`config.mk`:
```
export PLATFORM = sky130hd
export DESIGN_NAME = pair_check
export DESIGN_NICKNAME = d
export VERILOG_FILES = /design/src/rtl/issue_pkg.sv /design/src/rtl/pair_check.sv
export VERILOG_INCLUDE_DIRS = /design/src /design/src/rtl
export SDC_FILE = /design/constraint.sdc
export NUM_CORES = 1
export LEC_CHECK = 0
export ABC_AREA = 1
export BUFFER_PORTS_ARGS = -buffer_cell sky130_fd_sc_hd__buf_2
export CORE_AREA = 2 2 39 41
export DETAILED_ROUTE_END_ITERATION = 16
export DIE_AREA = 0 0 41 43
export GPL_ROUTABILITY_DRIVEN = 1
export GPL_TIMING_DRIVEN = 0
export PLACE_DENSITY = 0.72
export SYNTH_ARGS = -nofsm -noshare
export SYNTH_HDL_FRONTEND = slang
export SYNTH_SLANG_ARGS = --single-unit
```
`constraint.sdc`:
```
create_clock -name vclk -period 1.7
set_clock_uncertainty 0.15 [all_clocks]
set_input_delay 0 -clock vclk [all_inputs]
set_output_delay 0 -clock vclk [all_outputs]
set_load 0.03 [all_outputs]
```
`src/rtl/issue_cfg.svh`:
```
`ifndef ISSUE_CFG_SVH
`define ISSUE_CFG_SVH

// issue queue geometry
`define ISSUE_QUEUE_DEPTH 16

// head/tail pointer width, log2 of the depth
`define ISSUE_IDX_W 4

// architectural register number
`define REG_ADDR_W 5

// data word, also used for pc and immediate
`define DATA_W 32

`endif

```
`src/rtl/issue_pkg.sv`:
```
`default_nettype none

`include "issue_cfg.svh"

package issue_pkg;

    // coarse operation class, enough for the pairing rules
    typedef enum logic [3:0] {
        op_alu    = 4'd0,
        op_mult   = 4'd1,
        op_div    = 4'd2,
        op_load   = 4'd3,
        op_store  = 4'd4,
        op_branch = 4'd5,
        op_jump   = 4'd6,
        op_mtc0   = 4'd7,
        op_mfc0   = 4'd8
    } op_t;

    // one decoded instruction as held in the issue queue
    typedef struct packed {
        logic                   valid;
        logic [`DATA_W-1:0]     pc;
        op_t                    op;
        // destination and its write enable
        logic [`REG_ADDR_W-1:0] rdst;
        logic                   regwrite;
        // source register numbers
        logic [`REG_ADDR_W-1:0] ra1;
        logic [`REG_ADDR_W-1:0] ra2;
        // register file values read at decode
        logic [`DATA_W-1:0]     rd1;
        logic [`DATA_W-1:0]     rd2;
        logic [`DATA_W-1:0]     imm;
        // branch delay slot
        logic                   is_slot;
    } issue_entry_t;

endpackage

`default_nettype wire

```
`src/rtl/pair_check.sv`:
```
`timescale 1ns/1ps
`default_nettype none

`include "issue_cfg.svh"

module pair_check (
    input  wire logic [1:0]                  cand_valid,
    input  wire issue_pkg::op_t [1:0]        cand_op,
    input  wire logic [1:0][`REG_ADDR_W-1:0] cand_rdst,
    input  wire logic [1:0]                  cand_regwrite,
    input  wire logic [1:0][`REG_ADDR_W-1:0] cand_ra1,
    input  wire logic [1:0][`REG_ADDR_W-1:0] cand_ra2,
    input  wire logic [1:0]                  cand_is_slot,
    input  wire logic [1:0]                  src_ready,
    output logic [1:0]                       issue_en
);

    // only one multiply/divide unit
    function automatic logic is_muldiv(input issue_pkg::op_t op);
        return (op == issue_pkg::op_mult) || (op == issue_pkg::op_div);
    endfunction

    function automatic logic is_ctrl(input issue_pkg::op_t op);
        return (op == issue_pkg::op_branch) || (op == issue_pkg::op_jump);
    endfunction

    logic raw_hazard;
    logic muldiv_hazard;
    logic cp0_hazard;
    logic ctrl_hazard;
    logic any_hazard;

    // younger reads what the older writes, $0 excluded
    assign raw_hazard = cand_regwrite[1] && (cand_rdst[1] != '0) &&
                        ((cand_rdst[1] == cand_ra1[0]) || (cand_rdst[1] == cand_ra2[0]));

    assign muldiv_hazard = is_muldiv(cand_op[1]) && is_muldiv(cand_op[0]);

    // a single CP0 write port
    assign cp0_hazard = (cand_op[1] == issue_pkg::op_mtc0) &&
                        (cand_op[0] == issue_pkg::op_mtc0);

    // a younger branch or jump must lead its own pair with its delay slot
    assign ctrl_hazard = is_ctrl(cand_op[0]);

    assign any_hazard = raw_hazard | muldiv_hazard | cp0_hazard | ctrl_hazard;

    always_comb begin
        issue_en[1] = cand_valid[1] && src_ready[1];
        issue_en[0] = issue_en[1] && cand_valid[0] && src_ready[0];
        // delay slot always goes with its branch
        if (!cand_is_slot[0] && any_hazard) begin
            issue_en[0] = 1'b0;
        end
    end

endmodule

`default_nettype wire

```
# Word-level counts from Yosys, hierarchy flattened
# Cells that the tools add are included.
# classes
multipliers	0
add_sub_neg	0
n_bitwise	3
n_eq_ne	10
magnitude_cmp	0
n_div	0
shift	0
mux	1
n_reduce_logical	14
# op_table
op	count
== test 4 x 3 -> 1 bit (second input constant)	4
== test 5 bit	2
== test 4 x 1 -> 1 bit (second input constant)	2
== test 4 x 2 -> 1 bit (second input constant)	2
logical AND 1 bit	8
nonzero test 5 bit	1
logical OR 1 bit	4
OR 1 bit	3
zero test 1 bit	1
two-way mux 1 bit	1
# word_totals
latchBits	0
ram_bits	0
memories	0
reg_bits	0
romBits	0

# Longest topological paths before layout
# Gate-level depths: netlist of the first run.
# depth
depth_word	8
depth_mapped	9
mapped_depth_nobuf	9

# Least setup slack after synthesis of the first run
# Ideal clock, no wire load.
# synth_timing
path_kind	input-to-output
start	input port cand_rdst[8] (netlist name)
end	output port issue_en[0]
slack_ns	0.818
arrival_time_ns	0.732
cell_stages	7
required_ns	1.550
path_buffers	0
cell_sequence	inv_1 -> nand4_1 -> o21ai_1 -> inv_1 -> nand2_1 -> nand2_1 -> a21oi_2
# synth_via
elab_chain_len	8
word_cells_on_any_way	11
# synth_lines
item	line_no	rtl
start, declared	pair_check.sv:9	input wire logic [1:0][`REG_ADDR_W-1:0] cand_rdst,
== test 5 bit / nonzero test 5 bit (equally long branches)	pair_check.sv:35, pair_check.sv:34	
logical OR 1 bit / logical AND 1 bit (equally long branches)	pair_check.sv:35, pair_check.sv:34	
logical AND 1 bit (*)	pair_check.sv:34	assign raw_hazard = cand_regwrite[1] && (cand_rdst[1] != '0) &&
OR 1 bit (*) (3 in a row)	pair_check.sv:46	assign any_hazard = raw_hazard | muldiv_hazard | cp0_hazard | ctrl_hazard;
logical AND 1 bit (*)	pair_check.sv:52	if (!cand_is_slot[0] && any_hazard) begin
two-way mux 1 bit (*)	pair_check.sv:52	
end, declared	pair_check.sv:15	output logic [1:0] issue_en
# Mark *: on every way between the ends. The rest lies on a longest branch, timed or not.

# Final worst setup path of the first run
# Same ends and word-level chain as after synthesis.

==> results of run 1 <==
-- synth_stat cells (all sizes together) --
cell type	instances	area share, %
nor3	1	1.7
inv	18	23
o21ai	2	3.4
nand4	2	4.2
nand2	31	39
xnor2	2	5.9
nor3b	1	2.5
a21oi	1	2.9
nor2	10	13
nand3	3	5.0
-- worst paths after layout --
check,start,endpoint
worst max-delay path,cand_rdst[8],issue_en[0]
worst min-delay path,src_ready[1],issue_en[1]
-- placed cells by master, fill, tap and decap left out, drive strengths merged --
cell type	instances
nand2	31
nor2	10
nor3b	1
nor3	1
xnor2	2
inv	18
nand4	2
nand3	3
buf	31
o21ai	2
a21oi	1
-- kinds of logic (layout without fill, tap and decap cells) --
kind of cell           after synthesis  in the layout  synth area share [%]
buffers and inverters               18             49                  22.7
XOR/XNOR                             2              2                  5.88
AND/OR/NAND/NOR                     48             48                  65.1
AO/OA/AOI/OAI                        3              3                  6.30
-- tightest hold or removal path: cells and delay by family --
family                 cells  cell delay (ps)
buffers and inverters      3              300
AND/OR/NAND/NOR            1               50
-- per-layer routing --
metal / GRT usage, % / vias up
met2: 19.1 / 15
met4: 0 / 0
li1: - / 269
met5: 0 / -
met1: 11.7 / 197
met3: 0 / 2
-- cell type report --
cell class                 instances  share of cell area (%)
tap                               16                    4.23
timing repair buffer              31                    32.8
inverter                          18                    14.3
multi-input combinational         53                    48.7
-- through the flow --
stage | utilization, % | std cells | hold slack (ps) | instance area (sq um) | total power, uW
final | 34.2 | 118 | 197 | 473 | 95.1
after global routing | 34.2 | 118 | 224 | 473 | 109
after CTS | 34.2 | 118 | 199 | 473 | 96.1
after detailed placement | 34.2 | 118 | 199 | 473 | 95.6
after global placement | 34.2 | 118 | 188 | 473 | 92.9
after floorplan | - | 71 | 4.36 | 298 | 47.7
-- power groups by stage --
stage / clock network [uW] / registers, uW / logic [uW]
after global routing: 0 / 0 / 109
after floorplan: 0 / 0 / 47.7
after global placement: 0 / 0 / 92.9
final: 0 / 0 / 95.1
after detailed placement: 0 / 0 / 95.6
after CTS: 0 / 0 / 96.1
==> flow_summary.ini, run 1 <==
[status]
outcome = finished, final reports clean

[placed_design]
portBuffers = 31
gp_congestion = 0.648
place_ws_ps = 639
place_hpwl_microns = 776

[die]
fp.dieW_microns = 41
start_util_pct = 21.5
core_sq_um = 1380
io_pins = 48
die_h_microns = 43
die_area_sq_um = 1760
fp-row-count = 14

[timing]
drv_slew = 0
tns_ps = 0
finalCritPeriodShare_pct = 61.6
rsz0062_at_grt = no
fin_crit_ps = 1050
slew_headroom_pct = 88.8
max_freq_mhz = 955
worst_pin_slew_ps = 168
finalSetupViolCount = 0
worst_slack_ps = 653
hold_viol = 0

[setup_path]
cp.arrival_ps = 900
crit_path_top_delay_cell = buf_2
critPathMaxStageDelay_ps = 200
cp.required_ps = 1550
end_kind = output port
worst-path-buf-inv = 3
worstPathCellList = buf_2 > inv_1 > nand2_1 > nand2_1 > nor2_1 > nand3_1 > nand2_1 > nand2_1 > nand2_1 > a21oi_2 > buf_2
crit_top_cell = nand2_1
crit_fanout = 3
critical_path_class = input pin to output port
start_kind = input pin
worst-path-stages = 11
critPathTopFamily = buffers and inverters

[run]
max_cap_violations = 0

[pwr]
power.switching_uw = 48.8
powerDensity_nw_per_um2 = 201
clockPowerShare_pct = 0
comb_power_share_pct = 100.0
p_leak_uw = 0.000351
ir_drop_mv = 0.0569
swShare_pct = 51.3
power_frac_seq_pct = 0
p_int_uw = 46.3

[grt]
grt_max_degree = 5
grt_pass1_wl_microns = 1310
overflow = 0
antenna_found_initial = 0
grtUsageTotal_pct = 9.79
grt_pass1_vias = 391

[cells_and_area]
clock_buffers = 0
fillers = 157
antenna_cells = 0
flops_and_latches = 0
syn2layout_area_growth_pct = 58.8
nets = 150
multi_input_area_sq_um = 230
final_layout_size_suffix_gt1_share_pct = 31.4
final-seq-area_sq_um = 0

[detailed_routing]
wirelength_microns = 832
wl_met2_microns = 410
wl_met1_microns = 345
ant_nets = 0
vias = 483
viasPerCell = 4.09
top_layer = met4
drt_pass1_iterations = 4
route.met3.wl_microns = 65
drtIter0Drc = 9
drc = 0
wl_per_cell_microns = 7.05

[synth]
syn-instance-count = 71
synth_area_per_cell_sq_um = 4.19
ys_types = 11
yosys_warnings = 0
synth_area_sq_um = 298
synth_seq_area_share_pct = 0
syn_nets = 117

[cts]
holdBufCountCts = 0
post_cts_buffers = 0
cts-resized-gates = 0

[min_path]
min_path_type = input pin to output port
hold_depth = 4
(Power assumes the default switching activity.)
==> inputs of run 2 (changes only) <==
PLACE_DENSITY = 0.75   (was 0.72)
clock period = 0.94 ns   (was 1.7 ns; I/O delays follow)
==> flow_summary.ini, run 2 (same netlist as run 1, synthesis figures left out) <==
[setup_path]
end_kind = output port
critPathMaxStageDelay_ps = 140
start_kind = input pin
critical_path_class = input pin to output port
worst-path-buf-inv = 4
crit_path_top_delay_cell = buf_6
cp.arrival_ps = 810
cp.required_ps = 790
crit_fanout = 3
worstPathCellList = buf_6 > inv_2 > nand4_1 > o21ai_1 > inv_1 > nand2_1 > nand2_1 > a21oi_2 > buf_6
critPathTopFamily = buffers and inverters

[grt]
antenna_found_initial = 0
grt_max_degree = 5
grt_pass1_vias = 402
grt_pass1_wl_microns = 1330
overflow = 0
grtUsageTotal_pct = 9.89

[cells_and_area]
clock_buffers = 0
flops_and_latches = 0
layout_commonest_cell = nand2_1
final-seq-area_sq_um = 0
syn2layout_area_growth_pct = 73.1
nets = 150
final_layout_size_suffix_gt1_share_pct = 36.3
postLayoutCellArea_sq_um = 515
fillers = 156
final_cell_mix = nand2_1 (31), buf_2 (25), inv_1 (14)
antenna_cells = 0

[die]
die_area_sq_um = 1760
die_h_microns = 43
start_util_pct = 21.5
fp-row-count = 14
io_pins = 48
core_sq_um = 1380
fp.dieW_microns = 41

[timing]
hold_viol = 0
finalSetupViolCount = 1
slew_headroom_pct = 87.9
rsz0062_at_grt = yes
worst_pin_slew_ps = 180
fin_crit_ps = 956
max_freq_mhz = 1050
drv_slew = 0
finalCritPeriodShare_pct = 102
worst_slack_ps = -15.7

[status]
outcome = finished, violations left
violations = negative setup slack

[detailed_routing]
drt_pass1_iterations = 4
drc = 0
vias = 488
ant_nets = 0
drtIter0Drc = 7
viasPerCell = 4.14
wirelength_microns = 895
wl_per_cell_microns = 7.58

[placed_design]
gp_congestion = 0.599
portBuffers = 31
place_ws_ps = -117
dpl_cell_area_sq_um = 473
place_hpwl_microns = 801

[cts]
holdBufCountCts = 0

[pwr]
powerDensity_nw_per_um2 = 376
p_leak_uw = 0.000358
ir_drop_mv = 0.102

[min_path]
min_path_type = input pin to output port

[run]
max_cap_violations = 0
-- run 2: path summary, 6_finish.rpt --
check             from          end  slack, ps  cells after the start
min    cand_is_slot[0]  issue_en[0]        180                      4
max       cand_rdst[7]  issue_en[0]        -20                      9
-- run 2: report_power, final --
part	leakage, uW	internal, uW	switching, uW
clock	0	0	0
sequential	0	0	0
combinational	0.000358	99.7	94.3
-- run 2: metrics by stage --
step	cells	hold WS, ps	setup TNS [ps]	utilization [%]	power [uW]
3_5_place_dp	118	197	-117	34.2	174
2_1_floorplan	71	4.36	0	-	86.3
3_3_place_gp	118	194	-116	34.2	168
4_1_cts	118	184	-28.9	37.3	195
5_1_grt	118	215	-139	37.3	218
6_report	118	182	-15.7	37.3	194
-- run 2: worst min-delay path, delay by kind of cell --
kind	cells	cell delay, ps
AO/OA/AOI/OAI	1	60
buffers and inverters	3	270
-- run 2: cell type report --
| cell class | count | area [sq um] | share of cell area (%) |
|---|---|---|---|
| Tap cell | 16 | 20.0 | 3.88 |
| Timing Repair Buffer | 31 | 193 | 37.4 |
| Multi-Input combinational cell | 53 | 233 | 45.1 |
| Inverter | 18 | 70.1 | 13.6 |
-- run 2: layer usage --
metal  up-vias  global-route usage, %  part of all wire (%)
met3         0                      0                   8.0
met2        17                   19.4                    49
met5         -                      0                     0
met4         0                      0                     0
met1       201                   11.7                    43
li1        270                      -                     -
-- run 2: timing repair --
item	CTS	global route
pin swaps	0	0
gates resized for setup	14	0
gates cloned	0	0
endpoints found under the setup margin	1	1
buffers inserted	0	0
==> inputs of run 3 (changes only) <==
PLACE_DENSITY = 0.72   (was 0.75)
clock period = 1.1 ns   (was 0.94 ns; I/O delays follow)
==> flow_summary.ini, run 3 (same netlist as run 1, synthesis figures left out) <==
[status]
outcome = finished, final reports clean

[detailed_routing]
vias = 486
viasPerCell = 4.12
ant_nets = 0
wl_per_cell_microns = 7.23
drtIter0Drc = 12
wirelength_microns = 853
drc = 0
drt_pass1_iterations = 4

[cells_and_area]
antenna_cells = 0
final_cell_mix = nand2_1 (31), buf_2 (30), inv_1 (14)
flops_and_latches = 0
clock_buffers = 0
final-seq-area_sq_um = 0
fillers = 156
nets = 150
fin_cells = 118
final_layout_size_suffix_gt1_share_pct = 35.3
layout_commonest_cell = nand2_1
syn2layout_area_growth_pct = 60.9

[pwr]
ir_drop_mv = 0.0888
powerDensity_nw_per_um2 = 314
p_leak_uw = 0.000347

[timing]
rsz0062_at_grt = no
drv_slew = 0
max_freq_mhz = 1000
slew_headroom_pct = 88.8
finalCritPeriodShare_pct = 90.5
finalSetupViolCount = 0
worst_pin_slew_ps = 168
hold_viol = 0
tns_ps = 0
fin_crit_ps = 996

[cts]
post_cts_buffers = 0
holdBufCountCts = 0

[setup_path]
cp.arrival_ps = 850
crit_fanout = 2
start_kind = input pin
cp-startpoint = cand_op[1]
end_kind = output port
critical_path_class = input pin to output port
cp.required_ps = 950

[die]
die_area_sq_um = 1760
fp-row-count = 14
io_pins = 48
fp.dieW_microns = 41
start_util_pct = 21.5
die_h_microns = 43
core_sq_um = 1380

[grt]
antenna_found_initial = 0
overflow = 0
grtUsageTotal_pct = 9.79
grt_max_degree = 5
grt_pass1_vias = 391
grt_pass1_wl_microns = 1310

[run]
max_cap_violations = 0

[placed_design]
portBuffers = 31
placedCellCount = 118
place_hpwl_microns = 776
gp_congestion = 0.648

[min_path]
min_path_type = input pin to output port
min_from = cand_is_slot[0]
hold_end = issue_en[0]
hold_depth = 4
## run 3: worst max-delay path by stage
stage	to	slack [ps]	cells after the start
CTS	issue_en[0]	40	11
floorplan	issue_en[0]	220	7
global route	issue_en[0]	0.6	9
finish	issue_en[0]	100	9
detailed placement	issue_en[0]	40	11
global placement	issue_en[0]	50	9
## run 3: area by class of cell
class	count	area, sq um	share of cell area (%)
multi-input cells	53	230	48.0
well taps	16	20.0	4.18
inverters	18	67.6	14.1
repair buffers	31	161	33.7
## run 3: timing repair
| item | 4_1_cts | 5_1_grt |
|---|---|---|
| resized for setup | 0 | 7 |
| setup endpoints to repair | 0 | 1 |
| hold endpoints to repair | 0 | 0 |
## run 3: per-stage QoR
step	area, sq um	power, uW	util [%]	setup WS (ps)	hold slack, ps
after floorplan	298	73.8	-	218	4.36
after global placement	473	144	34.2	51.6	188
after detailed placement	473	148	34.2	39.3	199
after CTS	473	149	34.2	37.3	199
after global routing	479	172	34.6	0.571	194
final	479	150	34.6	104	181
## run 3: report_power, final
group / internal [uW] / total [uW] / switching (uW)
sequential: 0 / 0 / 0
clock: 0 / 0 / 0
combinational: 73.2 / 150 / 77.1
## run 3: worst max-delay path: stages
cell	delay (ps)
buf_2	100
nor2_1	150
nor2_1	70
nand4_1	100
nand2_1	60
inv_1	50
nand2_1	60
a21oi_2	130
buf_6	140
## run 3: per-layer routing
layer / track usage, % / vias up / wire length, microns
met4: 0 / 0 / 0
met2: 19.1 / 19 / 424
met3: 0 / 0 / 76
li1: - / 271 / -
met1: 11.7 / 196 / 353
met5: 0 / - / 0
