`src/rtl/issue_cfg.svh`:
```
`ifndef ISSUE_CFG_SVH
`define ISSUE_CFG_SVH

// issue queue geometry
`define ISSUE_QUEUE_DEPTH 16

// head/tail pointer width, log2 of the depth
`define ISSUE_IDX_W 4

// architectural register number
`define REG_ADDR_W 5

// data word, also used for pc and immediate
`define DATA_W 32

`endif

```
`src/rtl/operand_bypass.sv`:
```
`timescale 1ns/1ps
`default_nettype none

`include "issue_cfg.svh"

module operand_bypass (
    input  wire logic [`REG_ADDR_W-1:0]      ra1,
    input  wire logic [`REG_ADDR_W-1:0]      ra2,
    input  wire logic [`DATA_W-1:0]          rd1,
    input  wire logic [`DATA_W-1:0]          rd2,
    // index 1 is execute, index 0 is memory
    input  wire logic [1:0]                  fwd_valid,
    input  wire logic [1:0][`REG_ADDR_W-1:0] fwd_reg,
    input  wire logic [1:0]                  fwd_ready,
    input  wire logic [1:0][`DATA_W-1:0]     fwd_data,
    output logic [`DATA_W-1:0]               op1,
    output logic [`DATA_W-1:0]               op2,
    output logic                             src_ready
);

    // both sources handled by the same loop, index 0 is ra1
    logic [1:0][`REG_ADDR_W-1:0] ra;
    logic [1:0][`DATA_W-1:0]     rd;
    logic [1:0][`DATA_W-1:0]     res;
    logic [1:0]                  rdy;
    logic [1:0]                  hit_ex;
    logic [1:0]                  hit_mem;

    assign ra = {ra2, ra1};
    assign rd = {rd2, rd1};

    always_comb begin
        for (int s = 0; s < 2; s++) begin
            hit_ex[s]  = fwd_valid[1] && (fwd_reg[1] == ra[s]);
            hit_mem[s] = fwd_valid[0] && (fwd_reg[0] == ra[s]);
            rdy[s]     = 1'b1;
            res[s]     = rd[s];
            // $0 never forwards
            if (ra[s] != '0) begin
                if (hit_ex[s]) begin
                    rdy[s] = fwd_ready[1];
                    res[s] = fwd_ready[1] ? fwd_data[1] : rd[s];
                end else if (hit_mem[s]) begin
                    rdy[s] = fwd_ready[0];
                    res[s] = fwd_ready[0] ? fwd_data[0] : rd[s];
                end
            end
        end
    end

    assign op1       = res[0];
    assign op2       = res[1];
    assign src_ready = &rdy;

    // producers never write $0 from both stages at once
    zero_claim_a: assert final (!(fwd_valid[1] && (fwd_reg[1] == '0) &&
                                  fwd_valid[0] && (fwd_reg[0] == '0)))
        else $error("both forwarding ports claim register zero");

endmodule

`default_nettype wire

```
`config.mk`:
```
export PLATFORM = sky130hd
export DESIGN_NAME = operand_bypass
export DESIGN_NICKNAME = d
export VERILOG_FILES = /design/src/rtl/operand_bypass.sv
export VERILOG_INCLUDE_DIRS = /design/src /design/src/rtl
export SDC_FILE = /design/constraint.sdc
export NUM_CORES = 1
export LEC_CHECK = 0
export ABC_AREA = 1
export BUFFER_PORTS_ARGS = -buffer_cell sky130_fd_sc_hd__buf_2
export CAP_MARGIN = 10
export CORE_MARGIN = 3
export CORE_UTILIZATION = 45
export DETAILED_ROUTE_END_ITERATION = 10
export MAX_ROUTING_LAYER = met4
export PLACE_DENSITY = 0.8
export SETUP_SLACK_MARGIN = 0.15
export SLEW_MARGIN = 20
export SYNTH_ARGS = -nofsm -noshare
export SYNTH_HDL_FRONTEND = slang
export SYNTH_SLANG_ARGS = --single-unit
```
`constraint.sdc`:
```
create_clock -name vclk -period 1.32
set_input_delay 0.132 -clock vclk [all_inputs]
set_output_delay 0.132 -clock vclk [all_outputs]
set_load 0.05 [all_outputs]
```
==> flow_metrics.env, run 1 <==
export IMPL_initial_utilization_pct=47.07
export IMPL_postGrtWorstEndpoint="op2[21]"
export IMPL_die_y_um=102.2
export IMPL_stop_error="[ERROR GRT-0232] Routing congestion too high. Check the congestion heatmap in the GUI."
export IMPL_io_buffer_count=217
export IMPL_synth_fa_ha_area_share_pct=0
export IMPL_synth_area_leaders="nand2_1 33%, nand3_1 16%, o21ai_0 15%, nor2_1 13%, inv_1 7.4%"
export IMPL_grt_use_total_pct=68.31
export IMPL_synth_area_um2=4165
export IMPL_routabilityCongestion=0.9170
export IMPL_synth_top_area_share_pct=32.98
export IMPL_worst_endpoint_kind="primary output"
export IMPL_grt_ovfl_total=7
export IMPL_fp_dieW_um=102.2
export IMPL_synth_cell_type_count=20
export IMPL_cts_hold_buf=0
export IMPL_haltStage="5_1_grt"
export IMPL_synthMuxAreaShare_pct=0
export IMPL_yosysSeqAreaShare_pct=0
export IMPL_syn_avg_cell_area_um2=4.426
export IMPL_status="aborted with a tool error"
export IMPL_syn_nets=1093
export IMPL_synth_largest_area_cell="nand2_1"
export IMPL_place_hpwl_um=11930
export IMPL_pin_count=217
export IMPL_grt_max_degree=48
export IMPL_yosysWarningCount=0
export IMPL_synth_top_family_by_area="simple AND/OR/NAND/NOR gates"
export IMPL_synthSimpleGateAreaFrac_pct=64.61
export IMPL_netlist_instances=941
export IMPL_rows=34
export IMPL_synth_xor_area_share_pct=0.4205
export IMPL_synth_compound_area_share_pct=15.62
kinds of logic after synthesis:
family,Yosys count
xor+xnor,2
simple gates,655
buf+inv,154
compound gates,130
cell usage after synthesis, drive strengths merged:
master,instances
nor2,146
clkbuf,28
nand2,369
a21oi,2
inv,88
nand3,136
buf,37
nor3,4
dlygate4sd1,1
o21ai,128
xnor2,2
metrics by stage:
stage / instance area, um^2 / setup WS [ns] / utilization, % / std cells
after floorplan: 4671 / -0.01181 / - / 941
after CTS: 7327 / -0.2908 / 82.81 / 1266
after detailed placement: 6068 / -0.4068 / 68.58 / 1245
after global placement: 6068 / -0.3927 / 68.58 / 1245
repair_timing:
action | in CTS
pin swaps | 43
resized for setup | 280
setup buffers | 10
cloned | 11
setup endpoints to repair | 65
metal layers:
layer  global-route usage (%)  overflow
met1                    64.43         0
met2                    88.26         2
met3                    51.60         1
met4                    62.36         4
met5                        -         -
==> inputs of run 2 (changes only) <==
--- a/config.mk
+++ b/config.mk
@@ -10,11 +10,9 @@
 export BUFFER_PORTS_ARGS = -buffer_cell sky130_fd_sc_hd__buf_2
 export CAP_MARGIN = 10
 export CORE_MARGIN = 3
-export CORE_UTILIZATION = 45
+export CORE_UTILIZATION = 30
 export DETAILED_ROUTE_END_ITERATION = 10
-export MAX_ROUTING_LAYER = met4
-export PLACE_DENSITY = 0.8
-export SETUP_SLACK_MARGIN = 0.15
+export PLACE_DENSITY_LB_ADDON = 0.15
 export SLEW_MARGIN = 20
 export SYNTH_ARGS = -nofsm -noshare
 export SYNTH_HDL_FRONTEND = slang
==> flow_metrics.env, run 2 <==
export IMPL_place_hpwl_um=12650
export IMPL_rsz0062_at_grt="true"
export IMPL_drive_gt1_share_pct=49.52
export IMPL_start_kind="input port"
export IMPL_ant_nets=0
export IMPL_synth_fa_ha_area_share_pct=0
export IMPL_yosysSeqAreaShare_pct=0
export IMPL_wirelength_um=20060
export IMPL_initial_utilization_pct=31.08
export IMPL_synth_top_family_by_area="simple AND/OR/NAND/NOR gates"
export IMPL_die_y_um=123.8
export IMPL_multiInputGateArea_um2=4763
export IMPL_status="complete, but fails checks"
export IMPL_nets=1309
export IMPL_grt_pass1_vias=5761
export IMPL_antenna_found_initial=0
export IMPL_synth_top_area_share_pct=32.98
export IMPL_rows=42
export IMPL_place_ws_ns=-0.4051
export IMPL_fmax_ghz=0.6224
export IMPL_fill_cells=1264
export IMPL_seqCellArea_um2=0
export IMPL_hp_class="in -> out"
export IMPL_pin_count=217
export IMPL_synth_area_leaders="nand2_1 33%, nand3_1 16%, o21ai_0 15%, nor2_1 13%, inv_1 7.4%"
export IMPL_diodes=0
export IMPL_die_area_um2=15330
export IMPL_wire_per_inst_um=15.07
export IMPL_num_vias=6817
export IMPL_cts_hold_buf=0
export IMPL_synthMuxAreaShare_pct=0
export IMPL_core_um2=13400
export IMPL_hold_viol_final=0
export IMPL_setup_viol=65
export IMPL_drv_slew=0
export IMPL_criticalPathCategory="in -> out"
export IMPL_first_iter_violations=530
export IMPL_post_route_drc_count=0
export IMPL_crit_arrival_ns=1.47
export IMPL_violations="setup timing"
export IMPL_dr_pass1_iters=7
export IMPL_grt_use_total_pct=20.69
export IMPL_layout_common_cells="178 x nand2_1, 132 x nor2_1, 132 x buf_2, 128 x o21ai_0, 102 x nand2_4"
export IMPL_synth_largest_area_cell="nand2_1"
export IMPL_grt_max_degree=48
export IMPL_period_share_pct=121.7
export IMPL_vdd_drop_max_mv=0.2974
export IMPL_synth_compound_area_share_pct=15.62
export IMPL_syn_avg_cell_area_um2=4.426
export IMPL_synth_most_common_cell="nand2_1"
export IMPL_synth_xor_area_share_pct=0.4205
export IMPL_post_dp_cell_area_um2=6047
export IMPL_grt_ovfl_total=0
export IMPL_ys_top_cells_by_count="366 x nand2_1, 143 x nor2_1, 136 x nand3_1, 128 x o21ai_0, 82 x inv_1"
export IMPL_final_common_cell="nand2_1"
export IMPL_finalSetupTns_ns=-14.51
export IMPL_netlist_instances=941
export IMPL_tightestPinTransition_ns=0.3756
export IMPL_power_leakage_nw=4.249
export IMPL_postLayoutCellArea_um2=8333
export IMPL_slew_headroom_pct=74.70
export IMPL_routabilityCongestion=0.8301
export IMPL_cap_violations=0
export IMPL_io_buffer_count=217
export IMPL_critPathMaxFanout=8
export IMPL_syn_nets=1093
export IMPL_fin_crit_ns=1.607
export IMPL_synth_cell_type_count=20
export IMPL_grt_pass1_wl_um=26900
export IMPL_layout_setup_ws_ns=-0.2867
export IMPL_synth_area_um2=4165
export IMPL_required_ns=1.19
export IMPL_synthSimpleGateAreaFrac_pct=64.61
export IMPL_yosysWarningCount=0
export IMPL_viasPerCell=5.122
export IMPL_min_delay_start="rd1[21]"
export IMPL_setup_worst_path_start="ra2[4]"
export IMPL_power_density_nw_per_um2=402.6
export IMPL_end_kind="primary output"
export IMPL_fp_dieW_um=123.8
export IMPL_area_growth_pct=100.1
export IMPL_design_seq_count=0
export IMPL_nClkBuffers=0
-- run 2: timing repair --
action                                  4_1_cts  5_1_grt
gates resized for setup                     217      298
cloned                                        3       13
setup buffers                                 7        3
endpoints found under the setup margin       65       65
pin swaps                                    30       76
-- run 2: where the power goes --
group | switching (mW) | internal [mW]
logic | 1.96 | 1.40
clock network | 0 | 0
registers | 0 | 0
-- run 2: cell families after synthesis --
kind of cell | count (synthesis)
AO/OA/AOI/OAI | 130
XOR/XNOR | 2
AND/OR/NAND/NOR | 655
buffers and inverters | 154
-- run 2: final timing paths --
| kind | to | slack [ns] | cells past startpoint |
|---|---|---|---|
| worst max-delay path | op2[14] | -0.29 | 12 |
| worst min-delay path | op1[21] | 0.66 | 4 |
-- run 2: layout make-up --
| cell class | count | area share (%) |
|---|---|---|
| Inverter | 88 | 4.324 |
| Timing Repair Buffer | 280 | 35.87 |
| Multi-Input combinational cell | 787 | 57.16 |
| Tap cell | 176 | 2.643 |
-- run 2: layer usage --
metal	vias to the layer above	track usage [%]	share of wire [%]
li1	3387	-	-
met4	0	1.107	1.5
met1	3118	28.09	41
met3	31	1.998	7.7
met5	-	0	0
met2	281	37.07	50
-- run 2: through the flow --
stage / instances / hold slack [ns] / utilization [%] / power (mW)
after detailed placement: 1306 / 0.6536 / 45.13 / 2.400
after floorplan: 941 / 0.4657 / - / 1.677
after global routing: 1331 / 0.6770 / 62.18 / 3.567
final: 1331 / 0.6570 / 62.18 / 3.354
after global placement: 1306 / 0.6579 / 45.13 / 2.398
after CTS: 1315 / 0.6391 / 51.15 / 2.832
-- run 2: critical path, stage by stage --
cell and delay (ns):
buf_12 0.11, xnor2_4 0.16, nand2_2 0.08, nor2_4 0.12, buf_6 0.13, nand2_8 0.10
clkbuf_16 0.20, nand2_2 0.07, nand3_2 0.06, nand2_2 0.10, nand2_4 0.05, buf_8 0.14
(Power assumes the default switching activity.)
==> inputs of run 3 (changes only) <==
--- a/config.mk
+++ b/config.mk
@@ -6,7 +6,7 @@
 export SDC_FILE = /design/constraint.sdc
 export NUM_CORES = 1
 export LEC_CHECK = 0
-export ABC_AREA = 1
+export ABC_AREA = 0
 export BUFFER_PORTS_ARGS = -buffer_cell sky130_fd_sc_hd__buf_2
 export CAP_MARGIN = 10
 export CORE_MARGIN = 3
==> flow_metrics.env, run 3 <==
export IMPL_status="complete, but fails checks"
export IMPL_violations="setup timing"
export IMPL_die_area_um2=8275
export IMPL_grt_ovfl_total=0
export IMPL_netlist_instances=304
export IMPL_cp_cell_sequence="buf_8, xnor2_2, nand3_1, or4_4, clkbuf_16, mux2i_1, a221oi_4, buf_6"
export IMPL_setup_viol=65
export IMPL_rows=30
export IMPL_hp_class="in -> out"
export IMPL_worstSetupPathDepth=8
export IMPL_power_mw=2.476
export IMPL_synth_most_common_cell="nor2_1"
export IMPL_routabilityCongestion=0.8718
export IMPL_layout_setup_ws_ns=-0.8345
export IMPL_rsz0062_at_grt="true"
export IMPL_tightestPinTransition_ns=0.5688
export IMPL_pin_count=217
export IMPL_seqCellArea_um2=0
export IMPL_start_kind="input port"
export IMPL_design_seq_count=0
export IMPL_first_iter_violations=204
export IMPL_yosysSeqAreaShare_pct=0
export IMPL_power_density_nw_per_um2=397.6
export IMPL_holdPathStages=4
export IMPL_end_kind="primary output"
export IMPL_core_um2=6907
export IMPL_cap_violations=0
export IMPL_synth_top_area_share_pct=29.58
export IMPL_slowest_delay_ns=0.64
export IMPL_finalNonFillerCells=665
export IMPL_finalSetupTns_ns=-47.55
export IMPL_drv_slew=0
export IMPL_nets=723
export IMPL_path_delay_family="simple AND/OR/NAND/NOR gates"
export IMPL_post_route_drc_count=0
export IMPL_grt_use_total_pct=34.12
export IMPL_layout_common_cells="143 x buf_2, 78 x buf_6, 64 x a221oi_4"
export IMPL_vdd_drop_max_mv=0.3113
export IMPL_die_y_um=90.97
export IMPL_min_delay_start="rd1[2]"
export IMPL_criticalPathCategory="in -> out"
export IMPL_critPathMaxFanout=8
export IMPL_hold_viol_final=0
export IMPL_synth_cell_type_count=23
export IMPL_place_hpwl_um=9219
export IMPL_grt_pass1_vias=4360
export IMPL_min_to="op1[2]"
export IMPL_diodes=0
export IMPL_synth_largest_area_cell="mux2i_1"
export IMPL_area_growth_pct=187.5
export IMPL_nClkBuffers=0
export IMPL_crit_buf_inv=3
export IMPL_slowest_stage="or4_4"
export IMPL_wirelength_um=16390
export IMPL_ys_top_cells_by_count="69 x nor2_1, 64 x a221oi_1, 64 x mux2i_1, 34 x nor2b_1, 17 x xor2_1"
export IMPL_whs_ns=0.7111
export IMPL_period_share_pct=163.2
export IMPL_place_inst=635
export IMPL_io_buffer_count=217
export IMPL_ant_nets=0
export IMPL_crit_arrival_ns=2.02
export IMPL_fin_crit_ns=2.155
export IMPL_fin_util_pct=90.14
export IMPL_dr_pass1_iters=5
export IMPL_antenna_found_initial=0
export IMPL_slew_headroom_pct=62.00
export IMPL_synth_area_leaders="mux2i_1 30%, a221oi_1 26%, nor2_1 12%, nor2b_1 9.8%, xor2_1 6.9%"
export IMPL_syn_avg_cell_area_um2=7.124
export IMPL_required_ns=1.19
export IMPL_yosysWarningCount=0
export IMPL_fmax_ghz=0.4641
export IMPL_fp_dieW_um=90.97
export IMPL_final_common_cell="buf_2"
export IMPL_grt_pass1_wl_um=22960
export IMPL_num_vias=4127
export IMPL_initial_utilization_pct=31.36
export IMPL_wire_per_inst_um=24.65
export IMPL_syn_nets=456
export IMPL_viasPerCell=6.206
export IMPL_synth_area_um2=2166
export IMPL_power_leakage_nw=2.736
export IMPL_fill_cells=317
export IMPL_cts_hold_buf=0
export IMPL_grt_max_degree=33
export IMPL_drive_gt1_share_pct=76.27
run 3: cell types whose count changed after synthesis, moves of 8 or more:
cell	change
nor2b_1	+34
mux2i_1	+64
nand2_1	-364
clkbuf_8	-8
inv_1	-82
nand3_1	-134
xor2_1	+17
buf_2	-11
o21ai_0	-128
a221oi_1	+64
nor2_1	-74
run 3: kinds of logic after synthesis:
| logic type | after synthesis | share of synthesized area (%) |
|---|---|---|
| AOI/OAI and AO/OA | 70 | 28.08 |
| xor gates and xnor gates | 20 | 8.088 |
| buffers and inverters | 29 | 7.510 |
| muxes | 64 | 29.58 |
| and+or+nand+nor | 121 | 26.75 |
run 3: area by class of cell:
type               count  area, um^2  share of cell area [%]
multi-input cells    276        3523                   56.59
well taps             96       120.1                   1.929
repair buffers       293        2582                   41.48
run 3: power by group:
part           switching, mW  leakage [nW]  internal, mW
Clock                      0             0             0
Combinational           1.41          2.74          1.06
Sequential                 0             0             0
Total                   1.41          2.74          1.06
run 3: tightest hold or removal path: stages:
cell	delay (ns)
buf_2	0.11
nor2_2	0.14
a221oi_4	0.05
buf_6	0.15
run 3: metal layers:
layer | wire [um] | up-vias | track usage [%] | share of wire [%]
met1 | 5647 | 1980 | 37.60 | 34
met5 | 0 | - | 0 | 0
met4 | 883 | 0 | 14.70 | 5.4
met3 | 1508 | 76 | 6.462 | 9.2
met2 | 8355 | 330 | 63.03 | 51
li1 | - | 1741 | - | -
run 3: worst max path at each step:
stage,from,to,slack (ns)
final,fwd_reg[1],op2[20],-0.83
after global routing,fwd_reg[1],op2[31],-0.85
after CTS,fwd_reg[0],op2[29],-0.78
after detailed placement,fwd_reg[0],op2[22],-0.99
after global placement,fwd_reg[1],op2[14],-0.96
after floorplan,fwd_reg[4],op2[10],-0.68
run 3: metrics by stage:
step	cell area (um^2)	setup WS (ns)
6_report	6226	-0.8345
5_1_grt	6226	-0.8545
4_1_cts	6105	-0.7802
3_5_place_dp	4928	-0.9933
3_3_place_gp	4928	-0.9568
2_1_floorplan	3432	-0.6791
run 3: timing repair:
item                       in CTS  in global routing
gates cloned                    9                  2
pin swaps                      33                 24
gates resized for setup       212                 32
buffers inserted               21                  2
hold endpoints to repair        0                  0
setup endpoints to repair      65                 65
==> inputs of run 4 (changes only) <==
--- a/config.mk
+++ b/config.mk
@@ -12,7 +12,7 @@
 export CORE_MARGIN = 3
 export CORE_UTILIZATION = 30
 export DETAILED_ROUTE_END_ITERATION = 10
-export PLACE_DENSITY_LB_ADDON = 0.15
+export PLACE_DENSITY = 0.69
 export SLEW_MARGIN = 20
 export SYNTH_ARGS = -nofsm -noshare
 export SYNTH_HDL_FRONTEND = slang
==> flow_metrics.env, run 4 (synthesis gave the netlist of run 3 again) <==
export IMPL_tightestPinTransition_ns=0.5938
export IMPL_antenna_found_initial=0
export IMPL_io_buffer_count=217
export IMPL_multiInputGateArea_um2=3473
export IMPL_cap_violations=0
export IMPL_drive_gt1_share_pct=70.91
export IMPL_nets=704
export IMPL_required_ns=1.19
export IMPL_dr_pass1_iters=4
export IMPL_rows=30
export IMPL_vdd_drop_max_mv=0.3013
export IMPL_final_common_cell="buf_2"
export IMPL_die_y_um=90.97
export IMPL_initial_utilization_pct=31.36
export IMPL_grt_ovfl_total=0
export IMPL_design_seq_count=0
export IMPL_hp_class="in -> out"
export IMPL_first_iter_violations=105
export IMPL_place_hpwl_um=9022
export IMPL_fp_dieW_um=90.97
export IMPL_period_share_pct=157.6
export IMPL_num_vias=3789
export IMPL_fin_util_pct=86.05
export IMPL_rsz0062_at_grt="true"
export IMPL_wire_per_inst_um=21.50
export IMPL_power_mw=2.352
export IMPL_pin_count=217
export IMPL_hold_viol_final=0
export IMPL_fill_cells=386
export IMPL_diodes=0
export IMPL_power_leakage_nw=2.656
export IMPL_status="complete, but fails checks"
export IMPL_grt_max_degree=33
export IMPL_layout_setup_ws_ns=-0.7599
export IMPL_critPathMaxFanout=16
export IMPL_ant_nets=0
export IMPL_violations="setup timing"
export IMPL_die_area_um2=8275
export IMPL_grt_pass1_vias=4037
export IMPL_layout_common_cells="143 x buf_2, 78 x buf_6, 64 x a221oi_4, 58 x nor2_1, 45 x mux2i_1"
export IMPL_start_kind="input port"
export IMPL_wirelength_um=13890
export IMPL_crit_arrival_ns=1.95
export IMPL_fin_crit_ns=2.080
export IMPL_viasPerCell=5.865
export IMPL_end_kind="primary output"
export IMPL_routabilityCongestion=0.8251
export IMPL_criticalPathCategory="in -> out"
export IMPL_grt_use_total_pct=30.32
export IMPL_place_ws_ns=-1.033
export IMPL_post_route_drc_count=0
export IMPL_area_growth_pct=174.4
export IMPL_setup_viol=65
export IMPL_drv_slew=0
export IMPL_fmax_ghz=0.4808
export IMPL_nClkBuffers=0
export IMPL_seqCellArea_um2=0
export IMPL_core_um2=6907
export IMPL_grt_pass1_wl_um=20630
export IMPL_slew_headroom_pct=60.41
export IMPL_power_density_nw_per_um2=395.8
==> run 4: power breakdown <==
group | internal [mW] | leakage [nW] | switching, mW
combinational | 1.01 | 2.66 | 1.34
clock | 0 | 0 | 0
sequential | 0 | 0 | 0
total | 1.01 | 2.66 | 1.34
==> run 4: final cells by class <==
type | instances | area share (%)
multi-input cells | 277 | 58.44
well taps | 96 | 2.021
repair buffers | 273 | 39.54
==> run 4: worst max-delay path: stages <==
cell and delay (ns):
buf_2 0.12, xnor2_2 0.14, nand3_2 0.11, or4_4 0.60
buf_12 0.20, mux2i_1 0.16, a221oi_4 0.28, buf_6 0.19
==> run 4: worst paths after layout <==
| kind | start | end | slack [ns] | cells past startpoint |
|---|---|---|---|---|
| setup / recovery | ra2[4] | op2[0] | -0.76 | 8 |
| hold / removal | rd1[25] | op1[25] | 0.69 | 4 |
==> run 4: timing repair <==
action	4_1_cts	5_1_grt
gates resized for setup	178	45
hold buffers	0	0
setup endpoints to repair	65	65
setup buffers	7	2
cloned	8	3
pin swaps	29	9
==> run 4: metrics by stage <==
step / hold slack [ns] / setup TNS (ns) / std cells / cell area [um^2]
after global routing: 0.7045 / -50.67 / 646 / 5943
after CTS: 0.7464 / -43.66 / 642 / 5708
after detailed placement: 0.7987 / -59.76 / 627 / 4843
after floorplan: 0.5360 / -38.69 / 304 / 3432
after global placement: 0.7918 / -58.64 / 627 / 4843
final: 0.6906 / -45.75 / 646 / 5943
==> run 4: per-layer routing <==
metal	vias up	GRT usage (%)	wire length (um)
met3	37	7.125	1039
met2	194	59.72	7515
met1	1851	31.53	4939
met4	0	8.166	392
met5	-	0	0
li1	1707	-	-
